[config.mk]
export PLATFORM = sky130hd
export DESIGN_NAME = dcache_ctrl_flat
export DESIGN_NICKNAME = d
export VERILOG_FILES = /design/src/logic/dcache_pkg.sv /design/src/logic/mem_line_if.sv /design/src/logic/dcache_ctrl.sv /design/src/flat_wrapper.sv
export VERILOG_INCLUDE_DIRS = /design/src /design/src/include
export SDC_FILE = /design/constraint.sdc
export NUM_CORES = 1
export LEC_CHECK = 0
export ABC_AREA = 1
export ABC_CLOCK_PERIOD_IN_PS = 10700
export BUFFER_PORTS_ARGS = -buffer_cell sky130_fd_sc_hd__buf_2
export CAP_MARGIN = 20
export CELL_PAD_IN_SITES_DETAIL_PLACEMENT = 0
export CELL_PAD_IN_SITES_GLOBAL_PLACEMENT = 1
export CORE_AREA = 2 2 205 207
export CTS_BUF_LIST = sky130_fd_sc_hd__clkbuf_4 sky130_fd_sc_hd__clkbuf_8
export CTS_CLUSTER_DIAMETER = 150
export CTS_CLUSTER_SIZE = 24
export DETAILED_ROUTE_END_ITERATION = 8
export DIE_AREA = 0 0 207 209
export GPL_ROUTABILITY_DRIVEN = 0
export PLACE_DENSITY_LB_ADDON = 0.1
export SYNTH_ARGS = -nofsm -noshare
export SYNTH_HDL_FRONTEND = slang
export SYNTH_SLANG_ARGS = --single-unit
[constraint.sdc]
create_clock -name i_clk -period 10.7 [get_ports i_clk]
set_input_delay 2.14 -clock i_clk [delete_from_list [all_inputs] [get_ports i_clk]]
set_output_delay 2.14 -clock i_clk [all_outputs]
set_load 0.1 [all_outputs]
[src/include/dcache_macros.svh]
`ifndef DCACHE_MACROS_SVH
`define DCACHE_MACROS_SVH

// cache geometry
`define DC_WAYS 4
`define DC_SETS 16
`define DC_WORDS 4

// bus widths
`define DC_ADDR_W 32
`define DC_DATA_W 32

// address split, two low bits select the byte
`define DC_INDEX_W ($clog2(`DC_SETS))
`define DC_OFFSET_W ($clog2(`DC_WORDS))
`define DC_TAG_W (`DC_ADDR_W - `DC_INDEX_W - `DC_OFFSET_W - 2)

`endif

[src/logic/dcache_pkg.sv]
`default_nettype none

`include "dcache_macros.svh"

package dcache_pkg;

	// field view of a byte address
	typedef struct packed {
		logic [`DC_TAG_W-1:0] tag;
		logic [`DC_INDEX_W-1:0] index;
		logic [`DC_OFFSET_W-1:0] offset;
		logic [1:0] byte_off;
	} addr_fields_t;

	// raw word on the bus, fields for the lookup
	typedef union packed {
		logic [`DC_ADDR_W-1:0] raw;
		addr_fields_t f;
	} cache_addr_u;

	typedef struct packed {
		logic valid;
		logic [`DC_TAG_W-1:0] tag;
	} tag_entry_t;

	typedef logic [1:0] way_t;

	// bit 0 root, bit 1 ways 0-1, bit 2 ways 2-3
	typedef logic [2:0] plru_t;

	typedef enum logic [2:0] {
		SWEEP,
		IDLE,
		LOOKUP,
		WRITEBACK,
		REFILL
	} ctrl_state_e;

endpackage

`default_nettype wire

[src/logic/mem_line_if.sv]
`default_nettype none

`include "dcache_macros.svh"

// line transfer between controller and bus master
interface mem_line_if;
	logic start;
	logic write;
	logic [`DC_ADDR_W-1:0] line_addr;
	logic [`DC_DATA_W-1:0] wdata;
	logic [`DC_OFFSET_W-1:0] word_idx;
	logic rvalid;
	logic [`DC_DATA_W-1:0] rdata;
	logic done;

	modport ctrl (output start, write, line_addr, wdata,
		input word_idx, rvalid, rdata, done);
	modport master (input start, write, line_addr, wdata,
		output word_idx, rvalid, rdata, done);
endinterface

`default_nettype wire

[src/logic/dcache_ctrl.sv]
`default_nettype none

`include "dcache_macros.svh"

module dcache_ctrl (
	input logic i_clk,
	input logic i_rst,

	input logic i_req_valid,
	input logic [`DC_ADDR_W-1:0] i_req_addr,
	input logic [`DC_DATA_W/8-1:0] i_req_wstrb,
	input logic [`DC_DATA_W-1:0] i_req_wdata,
	output logic o_req_ready,
	output logic o_rsp_valid,
	output logic [`DC_DATA_W-1:0] o_rsp_rdata,

	mem_line_if.ctrl mif,

	input dcache_pkg::tag_entry_t [`DC_WAYS-1:0] i_tags,
	input logic [`DC_WAYS-1:0][`DC_DATA_W-1:0] i_words,
	input logic i_sweeping,
	input dcache_pkg::way_t i_victim,

	output logic [`DC_INDEX_W-1:0] o_rd_index,
	output logic [`DC_OFFSET_W-1:0] o_rd_offset,

	output logic o_tag_we,
	output dcache_pkg::way_t o_tag_way,
	output logic [`DC_INDEX_W-1:0] o_tag_index,
	output dcache_pkg::tag_entry_t o_tag_wdata,

	output logic o_data_we,
	output dcache_pkg::way_t o_data_way,
	output logic [`DC_INDEX_W-1:0] o_data_index,
	output logic [`DC_OFFSET_W-1:0] o_data_offset,
	output logic [`DC_DATA_W/8-1:0] o_data_wstrb,
	output logic [`DC_DATA_W-1:0] o_data_wdata,

	output logic o_plru_touch,
	output logic [`DC_INDEX_W-1:0] o_plru_index,
	output dcache_pkg::way_t o_plru_way
);

	dcache_pkg::ctrl_state_e state;
	dcache_pkg::cache_addr_u req_in, req_q;
	dcache_pkg::cache_addr_u victim_line, fill_line;
	dcache_pkg::tag_entry_t victim_tag;
	dcache_pkg::way_t victim_q, hit_way;
	logic [`DC_DATA_W/8-1:0] wstrb_q;
	logic [`DC_DATA_W-1:0] wdata_q, hit_word, merged;
	logic [`DC_WAYS-1:0] hit_vec;
	logic lookup_hit, lookup_miss, in_refill;
	logic start_q, write_q;
	logic [`DC_ADDR_W-1:0] line_addr_q;

	assign req_in.raw = i_req_addr;
	assign in_refill = state == dcache_pkg::REFILL;

	// tag compare and response mux
	always_comb begin
		hit_way = '0;
		for (int w = 0; w < `DC_WAYS; w++) begin
			hit_vec[w] = i_tags[w].valid && i_tags[w].tag == req_q.f.tag;
			if (hit_vec[w])
				hit_way = dcache_pkg::way_t'(w);
		end
		hit_word = i_words[hit_way];
		for (int b = 0; b < `DC_DATA_W/8; b++)
			merged[8*b +: 8] = wstrb_q[b] ? wdata_q[8*b +: 8] : hit_word[8*b +: 8];
	end

	assign lookup_hit = state == dcache_pkg::LOOKUP && |hit_vec;
	assign lookup_miss = state == dcache_pkg::LOOKUP && !(|hit_vec);

	// line addresses of the victim and of the requested line
	assign victim_tag = i_tags[i_victim];
	assign victim_line.f = '{tag: victim_tag.tag, index: req_q.f.index, offset: '0,
		byte_off: '0};
	assign fill_line.f = '{tag: req_q.f.tag, index: req_q.f.index, offset: '0, byte_off: '0};

	always_ff @(posedge i_clk) begin
		if (i_rst) begin
			state <= dcache_pkg::SWEEP;
			start_q <= 1'b0;
		end else begin
			start_q <= 1'b0;
			case (state)
				dcache_pkg::SWEEP:
					if (!i_sweeping)
						state <= dcache_pkg::IDLE;
				dcache_pkg::IDLE:
					if (i_req_valid)
						state <= dcache_pkg::LOOKUP;
				dcache_pkg::LOOKUP:
					if (|hit_vec) begin
						state <= dcache_pkg::IDLE;
					end else begin
						start_q <= 1'b1;
						state <= victim_tag.valid ? dcache_pkg::WRITEBACK : dcache_pkg::REFILL;
					end
				dcache_pkg::WRITEBACK:
					if (mif.done) begin
						start_q <= 1'b1;
						state <= dcache_pkg::REFILL;
					end
				dcache_pkg::REFILL:
					// replay, the new line now hits
					if (mif.done)
						state <= dcache_pkg::LOOKUP;
				default:
					state <= dcache_pkg::SWEEP;
			endcase
		end
	end

	always_ff @(posedge i_clk) begin
		if (i_req_valid && o_req_ready) begin
			req_q <= req_in;
			wstrb_q <= i_req_wstrb;
			wdata_q <= i_req_wdata;
		end
		if (lookup_miss) begin
			victim_q <= i_victim;
			write_q <= victim_tag.valid;
			line_addr_q <= victim_tag.valid ? victim_line.raw : fill_line.raw;
		end else if (state == dcache_pkg::WRITEBACK && mif.done) begin
			write_q <= 1'b0;
			line_addr_q <= fill_line.raw;
		end
	end

	assign o_req_ready = state == dcache_pkg::IDLE;
	assign o_rsp_valid = lookup_hit;
	assign o_rsp_rdata = merged;

	assign mif.start = start_q;
	assign mif.write = write_q;
	assign mif.line_addr = line_addr_q;
	assign mif.wdata = i_words[victim_q];

	// read the incoming request in idle, the write-back word while draining
	assign o_rd_index = o_req_ready ? req_in.f.index : req_q.f.index;
	assign o_rd_offset = o_req_ready ? req_in.f.offset :
		state == dcache_pkg::WRITEBACK ? mif.word_idx : req_q.f.offset;

	assign o_tag_we = in_refill && mif.done;
	assign o_tag_way = victim_q;
	assign o_tag_index = req_q.f.index;
	assign o_tag_wdata = '{valid: 1'b1, tag: req_q.f.tag};

	// refill words or the merged store word
	assign o_data_we = (in_refill && mif.rvalid) || (lookup_hit && |wstrb_q);
	assign o_data_way = in_refill ? victim_q : hit_way;
	assign o_data_index = req_q.f.index;
	assign o_data_offset = in_refill ? mif.word_idx : req_q.f.offset;
	assign o_data_wstrb = in_refill ? '1 : wstrb_q;
	assign o_data_wdata = in_refill ? mif.rdata : merged;

	assign o_plru_touch = lookup_hit || o_tag_we;
	assign o_plru_index = req_q.f.index;
	assign o_plru_way = in_refill ? victim_q : hit_way;

endmodule

`default_nettype wire

[src/flat_wrapper.sv]
// flat-port wrapper written by rule: the top's interface ports become plain ports
module dcache_ctrl_flat 
  (i_clk, i_rst, i_req_valid, i_req_addr, i_req_wstrb, i_req_wdata, o_req_ready, o_rsp_valid, o_rsp_rdata, i_tags, i_words, i_sweeping, i_victim, o_rd_index, o_rd_offset, o_tag_we, o_tag_way, o_tag_index, o_tag_wdata, o_data_we, o_data_way, o_data_index, o_data_offset, o_data_wstrb, o_data_wdata, o_plru_touch, o_plru_index, o_plru_way, mif_start, mif_write, mif_line_addr, mif_wdata, mif_word_idx, mif_rvalid, mif_rdata, mif_done);
  mem_line_if mif_i ();
  input logic i_clk;
  input logic i_rst;
  input logic i_req_valid;
  input logic [`DC_ADDR_W-1:0] i_req_addr;
  input logic [`DC_DATA_W/8-1:0] i_req_wstrb;
  input logic [`DC_DATA_W-1:0] i_req_wdata;
  output logic o_req_ready;
  output logic o_rsp_valid;
  output logic [`DC_DATA_W-1:0] o_rsp_rdata;
  input dcache_pkg::tag_entry_t [`DC_WAYS-1:0] i_tags;
  input logic [`DC_WAYS-1:0][`DC_DATA_W-1:0] i_words;
  input logic i_sweeping;
  input dcache_pkg::way_t i_victim;
  output logic [`DC_INDEX_W-1:0] o_rd_index;
  output logic [`DC_OFFSET_W-1:0] o_rd_offset;
  output logic o_tag_we;
  output dcache_pkg::way_t o_tag_way;
  output logic [`DC_INDEX_W-1:0] o_tag_index;
  output dcache_pkg::tag_entry_t o_tag_wdata;
  output logic o_data_we;
  output dcache_pkg::way_t o_data_way;
  output logic [`DC_INDEX_W-1:0] o_data_index;
  output logic [`DC_OFFSET_W-1:0] o_data_offset;
  output logic [`DC_DATA_W/8-1:0] o_data_wstrb;
  output logic [`DC_DATA_W-1:0] o_data_wdata;
  output logic o_plru_touch;
  output logic [`DC_INDEX_W-1:0] o_plru_index;
  output dcache_pkg::way_t o_plru_way;
  output wire logic [$bits(mif_i.start)-1:0] mif_start;
  output wire logic [$bits(mif_i.write)-1:0] mif_write;
  output wire logic [$bits(mif_i.line_addr)-1:0] mif_line_addr;
  output wire logic [$bits(mif_i.wdata)-1:0] mif_wdata;
  input wire logic [$bits(mif_i.word_idx)-1:0] mif_word_idx;
  input wire logic [$bits(mif_i.rvalid)-1:0] mif_rvalid;
  input wire logic [$bits(mif_i.rdata)-1:0] mif_rdata;
  input wire logic [$bits(mif_i.done)-1:0] mif_done;
  assign mif_start = mif_i.start;
  assign mif_write = mif_i.write;
  assign mif_line_addr = mif_i.line_addr;
  assign mif_wdata = mif_i.wdata;
  assign mif_i.word_idx = mif_word_idx;
  assign mif_i.rvalid = mif_rvalid;
  assign mif_i.rdata = mif_rdata;
  assign mif_i.done = mif_done;
  dcache_ctrl u_core (.i_clk(i_clk), .i_rst(i_rst), .i_req_valid(i_req_valid), .i_req_addr(i_req_addr), .i_req_wstrb(i_req_wstrb), .i_req_wdata(i_req_wdata), .o_req_ready(o_req_ready), .o_rsp_valid(o_rsp_valid), .o_rsp_rdata(o_rsp_rdata), .mif(mif_i), .i_tags(i_tags), .i_words(i_words), .i_sweeping(i_sweeping), .i_victim(i_victim), .o_rd_index(o_rd_index), .o_rd_offset(o_rd_offset), .o_tag_we(o_tag_we), .o_tag_way(o_tag_way), .o_tag_index(o_tag_index), .o_tag_wdata(o_tag_wdata), .o_data_we(o_data_we), .o_data_way(o_data_way), .o_data_index(o_data_index), .o_data_offset(o_data_offset), .o_data_wstrb(o_data_wstrb), .o_data_wdata(o_data_wdata), .o_plru_touch(o_plru_touch), .o_plru_index(o_plru_index), .o_plru_way(o_plru_way));
endmodule
==> flow_metrics.tcl, run 1 <==
set metrics [dict create \
    cts.path.max_buffers 2 \
    io_pins 528 \
    setup-tns-final_ns 0 \
    crit_top_cell "nand2_1" \
    finalWorstSetupSlack_ns 2.83 \
    final_common_cell "buf_2" \
    ys_seq_area_frac 0.299 \
    cp_slowest_cell "nand2_4" \
    synth_adder_area_share 0 \
    grt_usage 0.223 \
    die_y_microns 209 \
    grt.overflow.total 0 \
    grt_pass1_wl_mm 72.6 \
    period_share 0.735 \
    worstPathBufferInverterCount 3 \
    final_area_sq_mm 0.0129 \
    hold_violations 0 \
    routed_wl_mm 49.3 \
    cpLargestDelayFamily "simple AND/OR/NAND/NOR gates" \
    die_width_microns 207 \
    dp_hpwl_mm 38.0 \
    dr_total_vias 11500 \
    drc 0 \
    start_kind "primary input" \
    setup_viol 0 \
    cts_tree "done" \
    postCtsHoldBufs 0 \
    relSlewSlack 0.298 \
    postRouteAntennaNets 0 \
    synth_compound_area_frac 0.138 \
    peakVddDrop_mv 0.164 \
    rsz0062_at_grt "no" \
    fin_util 0.312 \
    placed_cell_area_sq_mm 0.0127 \
    drt_iter0_markers 687 \
    max_cap_violations 0 \
    cpPeakStageDelay_ns 0.67 \
    slew_violations 0 \
    worstPathArrival_ns 5.73 \
    synth_top_family_by_area "simple AND/OR/NAND/NOR gates" \
    nets 2357 \
    synthCells 1599 \
    ctsResizeCount 0 \
    path_class "in2out" \
    cts-root-buf "clkbuf_8" \
    synth_xor_area_frac 0.0324 \
    area_growth_pct 28.5 \
    fmax_mhz 127 \
    muxShareOfSynthArea 0 \
    status "completed" \
    final_cell_mix "520 x buf_2, 448 x nand2_1, 212 x inv_1, 147 x nor2_1, 142 x o21ai_0" \
    crit_path_end_kind "output port" \
    clock-sinks 101 \
    worst_pin_slew_ns 1.05 \
    skew_ns 0.0215 \
    synth-simple-area-share 0.364 \
    synth_cell_types 38 \
    clk_latency_ns 0.43 \
    powerDensity_mw_per_mm2 201 \
    cts-buffers-inserted 9 \
    drive_gt1_frac 0.318 \
    fp.coreArea_sq_mm 0.0413 \
    dieArea_sq_mm 0.0433 \
    hold_path_class "reg2reg" \
    wl_per_cell_microns 19.1 \
    yosysWarnings 0 \
    cp_cell_sequence "buf_2, xnor2_1, nand2_1, nor2_1, nand3_1, nor2_4, buf_4, nand2_2, nand2_4, nand2_1, nand2_1, nand3_1, nand3_1, nand2_1, buf_2" \
    grt_pass1_vias 11300 \
    ys_ff_latch 101 \
    cts.clk_slew.worst_paths_ns 0.11 \
    holdWs_ns 0.545 \
    post-place-ws_ns 2.68 \
    min_period_ns 7.87 \
    htreeDepth 3 \
    dr.pass1.iters 5 \
    synth_area_sq_mm 0.0100 \
    required_ns 8.56 \
    start_util 0.243 \
    rows 75 \
    io_buffers 520 \
    leakage_nw 6.76 \
    syn_area_per_cell_sq_um 6.26 \
    crit_fanout 33 \
    cts_setup_buffers 0 \
    antenna_found_initial 13 \
    vias_per_cell 4.47 \
    grt_max_degree 98 \
]
-- routing by layer --
layer	GRT usage	wire length, microns	up-vias
met2	0.376	23700	405
met1	0.285	21400	5211
li1	-	-	5849
met5	0	13	-
met3	0.0424	3010	50
met4	0.0768	1170	2
-- registers in the layout (all words and copies together), names as in the netlist --
| name | count |
|---|---|
| u_core.wdata_q | 32 |
| u_core.req_q | 30 |
| u_core.mif.line_addr | 28 |
| u_core.wstrb_q | 4 |
| u_core.state | 3 |
| u_core.o_tag_way | 2 |
| u_core.mif.start | 1 |
| u_core.mif.write | 1 |
-- per-stage QoR --
stage	std cells	power [mW]
final	2574	2.58
after global routing	2570	2.71
after CTS	2562	2.61
after detailed placement	2547	2.35
after global placement	2547	2.35
after floorplan	1602	2.01
-- final cells by class --
class                      instances  area (sq um)
fill                            4792         28400
clock buffer                      10           131
multi-input combinational       1127          5380
clock inverter                     5          37.5
antenna                           12          30.0
timing repair buffer             533          2700
tap                              539           674
inverter                         247           927
sequential                       101          2990
-- Yosys cell counts (all sizes together) --
master	instances	area, sq um
xnor2	30	263
or2	32	200
a21boi	2	15.0
a32oi	1	8.76
nor3	3	15.0
nand3	124	711
dfxtp	4	80.1
xor2	7	61.3
buf	84	576
nand3b	32	240
a22oi	1	7.51
clkinv	15	56.3
nor2	155	619
o22ai	1	6.26
conb	2	7.51
inv	232	871
nand2	465	1820
a21oi	82	410
nand4	6	37.5
a32o	4	40.0
nor4	1	6.26
o21ai	172	861
o211ai	4	30.0
edfxtp	97	2910
clkbuf	43	161
-- worst paths after layout --
path,start,endpoint,slack (ns),cells after the start
setup / recovery,i_tags[41],o_data_wdata[7],2.83,15
hold / removal,u_core.req_q[7]$_DFFE_PP_,u_core.mif.line_addr[7]$_DFFE_PP_,0.55,0
setup reg to reg,u_core.req_q[26]$_DFFE_PP_,u_core.mif.line_addr[15]$_DFFE_PP_,6.79,12
hold reg to reg,u_core.req_q[7]$_DFFE_PP_,u_core.mif.line_addr[7]$_DFFE_PP_,0.55,0
-- power by group --
| part | switching (mW) | internal (mW) | total [mW] |
|---|---|---|---|
| registers | 0.0504 | 0.532 | 0.582 |
| logic | 1.47 | 0.282 | 1.75 |
| clock network | 0.165 | 0.0872 | 0.252 |
| total | 1.68 | 0.901 | 2.58 |
-- cells by family after synthesis --
group                  Yosys count
AO/OA/AOI/OAI                  267
XOR/XNOR                        37
buffers and inverters          374
flip-flops                     101
other                            2
AND/OR/NAND/NOR                818
(Power assumes the default switching activity.)
==> run 2: changes to the inputs <==
Settings changed: ABC_CLOCK_PERIOD_IN_PS 10700 to 7500, CORE_AREA 2 2 205 207 to 2 2 206 208, DIE_AREA 0 0 207 209 to 0 0 208 210.
Clock period 10.7 ns to 7.5 ns, I/O delays scaled along.
==> flow_metrics.tcl, run 2 (synthesized netlist as in run 1, its figures left out) <==
set metrics [dict create \
    status "completed" \
    slew_violations 0 \
    dieArea_sq_mm 0.0437 \
    cts.clk_slew.worst_paths_ns 0.12 \
    r2r_setup_slack_ns 3.95 \
    grt.overflow.total 0 \
    hold_violations 0 \
    crit_fanout 33 \
    grt_usage 0.221 \
    hold_path_class "reg2reg" \
    io_pins 528 \
    largest_reg_flops 32 \
    final_common_cell "buf_2" \
    cts.path.max_buffers 2 \
    cts-buffers-inserted 9 \
    grt_pass1_wl_mm 71.8 \
    setup-tns-final_ns 0 \
    clk_latency_ns 0.46 \
    dp_hpwl_mm 37.9 \
    area_growth_pct 29.1 \
    regMostFlops "u_core.wdata_q" \
    reg2regPathDepth 15 \
    postRouteAntennaNets 0 \
    whs_endpoint "u_core.mif.line_addr[7]$_DFFE_PP_" \
    r2r-start "u_core.req_q[13]$_DFFE_PP_" \
    htreeDepth 3 \
    fillers 4759 \
    cts_tree "done" \
    vias_per_cell 4.49 \
    clock-sinks 101 \
    dr_total_vias 11600 \
    relSlewSlack 0.407 \
    required_ns 6.00 \
    reg2reg_to "u_core.mif.line_addr[21]$_DFFE_PP_" \
    start_util 0.241 \
    ctsResizeCount 0 \
    io_buffers 520 \
    die_y_microns 210 \
    crit_path_end_kind "output port" \
    fmax_mhz 167 \
    final_cell_mix "520 x buf_2, 448 x nand2_1, 212 x inv_1, 147 x nor2_1, 142 x o21ai_0" \
    leakage_nw 6.79 \
    rsz0062_at_grt "no" \
    min_period_ns 5.98 \
    max_cap_violations 0 \
    start_kind "primary input" \
    postCtsHoldBufs 0 \
    cts-root-buf "clkbuf_8" \
    cts_setup_buffers 0 \
    setup_viol 0 \
    hold_depth 0 \
    drive_gt1_frac 0.319 \
    grt_pass1_vias 10900 \
    fp.coreArea_sq_mm 0.0415 \
    post-place-ws_ns 1.48 \
    rows 75 \
    period_share 0.798 \
    final_area_sq_mm 0.0129 \
    worstPathArrival_ns 4.48 \
    finalWorstSetupSlack_ns 1.52 \
    worst_pin_slew_ns 0.889 \
    skew_ns 0.0331 \
    nets 2359 \
    path_class "in2out" \
    die_width_microns 208 \
    peakVddDrop_mv 0.303 \
    wl_per_cell_microns 19.1 \
    grt_max_degree 68 \
    dr.pass1.iters 6 \
    powerDensity_mw_per_mm2 290 \
    min-delay-start "u_core.req_q[7]$_DFFE_PP_" \
    drc 0 \
    drt_iter0_markers 722 \
    routed_wl_mm 49.2 \
    antenna_found_initial 13 \
    placed_cell_area_sq_mm 0.0127 \
]
## run 2: power by group
| part | switching (mW) | internal (mW) | total [mW] |
|---|---|---|---|
| clock network | 0.260 | 0.159 | 0.419 |
| registers | 0.0735 | 0.758 | 0.832 |
| logic | 2.09 | 0.408 | 2.50 |
| total | 2.42 | 1.33 | 3.75 |
## run 2: through the flow
step	utilization	instances	hold slack, ns	total power [mW]
after detailed placement	0.306	2548	0.517	3.36
after global routing	0.311	2571	0.573	3.94
after CTS	0.311	2564	0.547	3.79
after global placement	0.306	2548	0.512	3.36
after floorplan	-	1602	0.499	2.87
final	0.312	2575	0.551	3.75
## run 2: area by class of cell
class,count,area (sq um),area share
tap,539,674,0.0522
multi-input combinational,1127,5380,0.416
clock inverter,7,77.6,0.00600
antenna,10,25.0,0.00194
sequential,101,2990,0.232
timing repair buffer,535,2730,0.211
inverter,247,927,0.0717
clock buffer,9,124,0.00958
## run 2: worst max-delay path by stage
stage          slack [ns]                           from              end  cells after the start
2_1_floorplan        1.48  u_core.o_tag_way[0]$_DFFE_PN_    o_plru_way[0]                      6
3_3_place_gp         1.49                     i_tags[55]  o_data_wdata[7]                     16
3_5_place_dp         1.48                     i_tags[55]  o_data_wdata[7]                     16
4_1_cts              1.45                     i_tags[55]  o_data_wdata[7]                     16
5_1_grt              1.30                     i_tags[70]  o_data_wdata[7]                     16
6_report             1.52                     i_tags[55]  o_data_wdata[7]                     16
## run 2: worst max-delay path, stage by stage
cell     delay, ns
buf_2         0.12
xnor2_1       0.25
nand2_1       0.10
nor2_1        0.10
nand2_1       0.06
nor2_1        0.18
nand2_2       0.14
nand2_2       0.09
buf_4         0.42
nand2_4       0.42
nand2_1       0.17
nand2_1       0.06
nand3_1       0.09
nand3_1       0.17
nand2_1       0.11
buf_2         0.45
## run 2: metal layers
metal	GRT usage	up-vias	part of all wire
met1	0.284	5247	0.43
li1	-	5853	-
met5	0	-	0.00069
met3	0.0448	33	0.069
met4	0.0599	6	0.014
met2	0.377	426	0.49
==> run 3: changes to the inputs <==
Settings changed: ABC_CLOCK_PERIOD_IN_PS 7500 to 5460, CORE_AREA 2 2 206 208 to 2 2 204 206, DIE_AREA 0 0 208 210 to 0 0 206 208.
Clock period 7.5 ns to 5.46 ns, I/O delays scaled along.
==> flow_metrics.tcl, run 3 (synthesized netlist as in run 1, its figures left out) <==
set metrics [dict create \
    rsz0062_at_grt "no" \
    powerDensity_mw_per_mm2 391 \
    drt_iter0_markers 721 \
    area_growth_pct 30.2 \
    placed_cell_area_sq_mm 0.0128 \
    start_util 0.247 \
    postCtsHoldBufs 0 \
    cp_slowest_cell "nand2_8" \
    regMostFlops "u_core.wdata_q" \
    slew_violations 0 \
    fillers 4643 \
    largest_reg_flops 32 \
    relSlewSlack 0.365 \
    crit_top_cell "nand2_1" \
    wl_per_cell_microns 19.1 \
    start_kind "primary input" \
    cp_cell_sequence "buf_2, xnor2_1, nand2_1, nor2_2, nand2_2, nor2_4, nand2_8, nand2_8, nand2_1, inv_1, nand2_1, nand3_1, nand3_1, nand2_1, buf_2" \
    p_int_mw 1.81 \
    postRouteAntennaNets 0 \
    nets 2362 \
    comb_power_share 0.676 \
    worstPathArrival_ns 3.82 \
    final_cell_mix "513 x buf_2, 448 x nand2_1, 212 x inv_1, 147 x nor2_1, 141 x o21ai_0" \
    io_buffers 520 \
    dr_total_vias 11500 \
    routed_wl_mm 49.2 \
    grt_max_degree 68 \
    die_width_microns 206 \
    hold_violations 0 \
    hold_path_class "reg2reg" \
    clock-sinks 101 \
    path_class "in2out" \
    reg2regPathDepth 15 \
    die_y_microns 208 \
    antenna_found_initial 14 \
    clkPwrFrac 0.100 \
    rows 74 \
    cts_setup_buffers 0 \
    vias_per_cell 4.49 \
    dr.pass1.iters 5 \
    grt_usage 0.224 \
    drc 0 \
    drive_gt1_frac 0.320 \
    period_share 0.900 \
    cpPeakStageDelay_ns 0.45 \
    io_pins 528 \
    fmax_mhz 203 \
    power_switching_mw 3.30 \
    hold_depth 0 \
    cts.clk_slew.worst_paths_ns 0.11 \
    final_common_cell "buf_2" \
    fp.coreArea_sq_mm 0.0406 \
    crit_fanout 67 \
    holdWs_ns 0.552 \
    ctsResizeCount 0 \
    dieArea_sq_mm 0.0428 \
    grt.overflow.total 0 \
    dp_hpwl_mm 38.3 \
    seqPwrFrac 0.224 \
    htreeDepth 3 \
    cts-buffers-inserted 9 \
    cts-root-buf "clkbuf_8" \
    worst_pin_slew_ns 0.942 \
    crit_path_end_kind "output port" \
    grt_pass1_vias 11300 \
    required_ns 4.37 \
    leakage_nw 6.81 \
    clk_latency_ns 0.43 \
    setup_viol 0 \
    sw_frac_of_total 0.646 \
    cts_tree "done" \
    setup-tns-final_ns 0 \
    max_cap_violations 0 \
    peakVddDrop_mv 0.465 \
    grt_pass1_wl_mm 71.4 \
    status "completed" \
    cts.path.max_buffers 2 \
    min_period_ns 4.92 \
    final_area_sq_mm 0.0130 \
    skew_ns 0.0214 \
]
==> run 3: cell count changes in the layout (fill, tap and decap cells not counted), sizes merged <==
cell      change
buf           +3
bufinv        -1
clkbuf        +3
inv           -3
clkinvlp      +1
==> run 3: critical path: cells and delay by family <==
kind / cells / cell delay, ns
xor+xnor: 1 / 0.31
buf+inv: 3 / 0.62
simple gates: 11 / 1.72
==> run 3: layout make-up <==
| type | count | area, sq um | share of cell area |
|---|---|---|---|
| Antenna cell | 10 | 25.0 | 0.00192 |
| Clock buffer | 12 | 153 | 0.0117 |
| Clock inverter | 4 | 32.5 | 0.00249 |
| Inverter | 247 | 927 | 0.0711 |
| Multi-Input combinational cell | 1127 | 5380 | 0.412 |
| Sequential cell | 101 | 2990 | 0.229 |
| Tap cell | 532 | 666 | 0.0510 |
| Timing Repair Buffer | 538 | 2870 | 0.220 |
==> run 3: final timing paths <==
path | from | slack, ns | to
worst max-delay path | i_tags[94] | 0.54 | o_data_wdata[7]
worst min-delay path | u_core.req_q[6]$_DFFE_PP_ | 0.55 | u_core.mif.line_addr[6]$_DFFE_PP_
worst max register to register | u_core.req_q[19]$_DFFE_PP_ | 1.94 | u_core.mif.line_addr[25]$_DFFE_PP_
worst min register to register | u_core.req_q[6]$_DFFE_PP_ | 0.55 | u_core.mif.line_addr[6]$_DFFE_PP_
==> run 3: power by group through the flow <==
stage,Clock [mW],Combinational (mW),Sequential (mW)
6_report,0.511,3.45,1.14
4_1_cts,0.546,3.47,1.14
5_1_grt,0.566,3.64,1.16
3_3_place_gp,0,3.47,1.16
2_1_floorplan,0,2.50,1.44
3_5_place_dp,0,3.47,1.16
==> run 3: per-layer routing <==
layer,up-vias,track usage,routed length (microns)
li1,5856,-,-
met1,5226,0.274,20500
met2,408,0.392,24300
met3,37,0.0462,3640
met4,8,0.0670,709
met5,-,0,55
==> run 3: through the flow <==
step	setup slack (ns)	total power, mW	utilization	instances
after floorplan	0.355	3.94	-	1602
after global placement	0.508	4.62	0.316	2544
after detailed placement	0.524	4.63	0.316	2544
after CTS	0.517	5.16	0.320	2560
after global routing	0.271	5.36	0.321	2569
final	0.544	5.11	0.322	2571
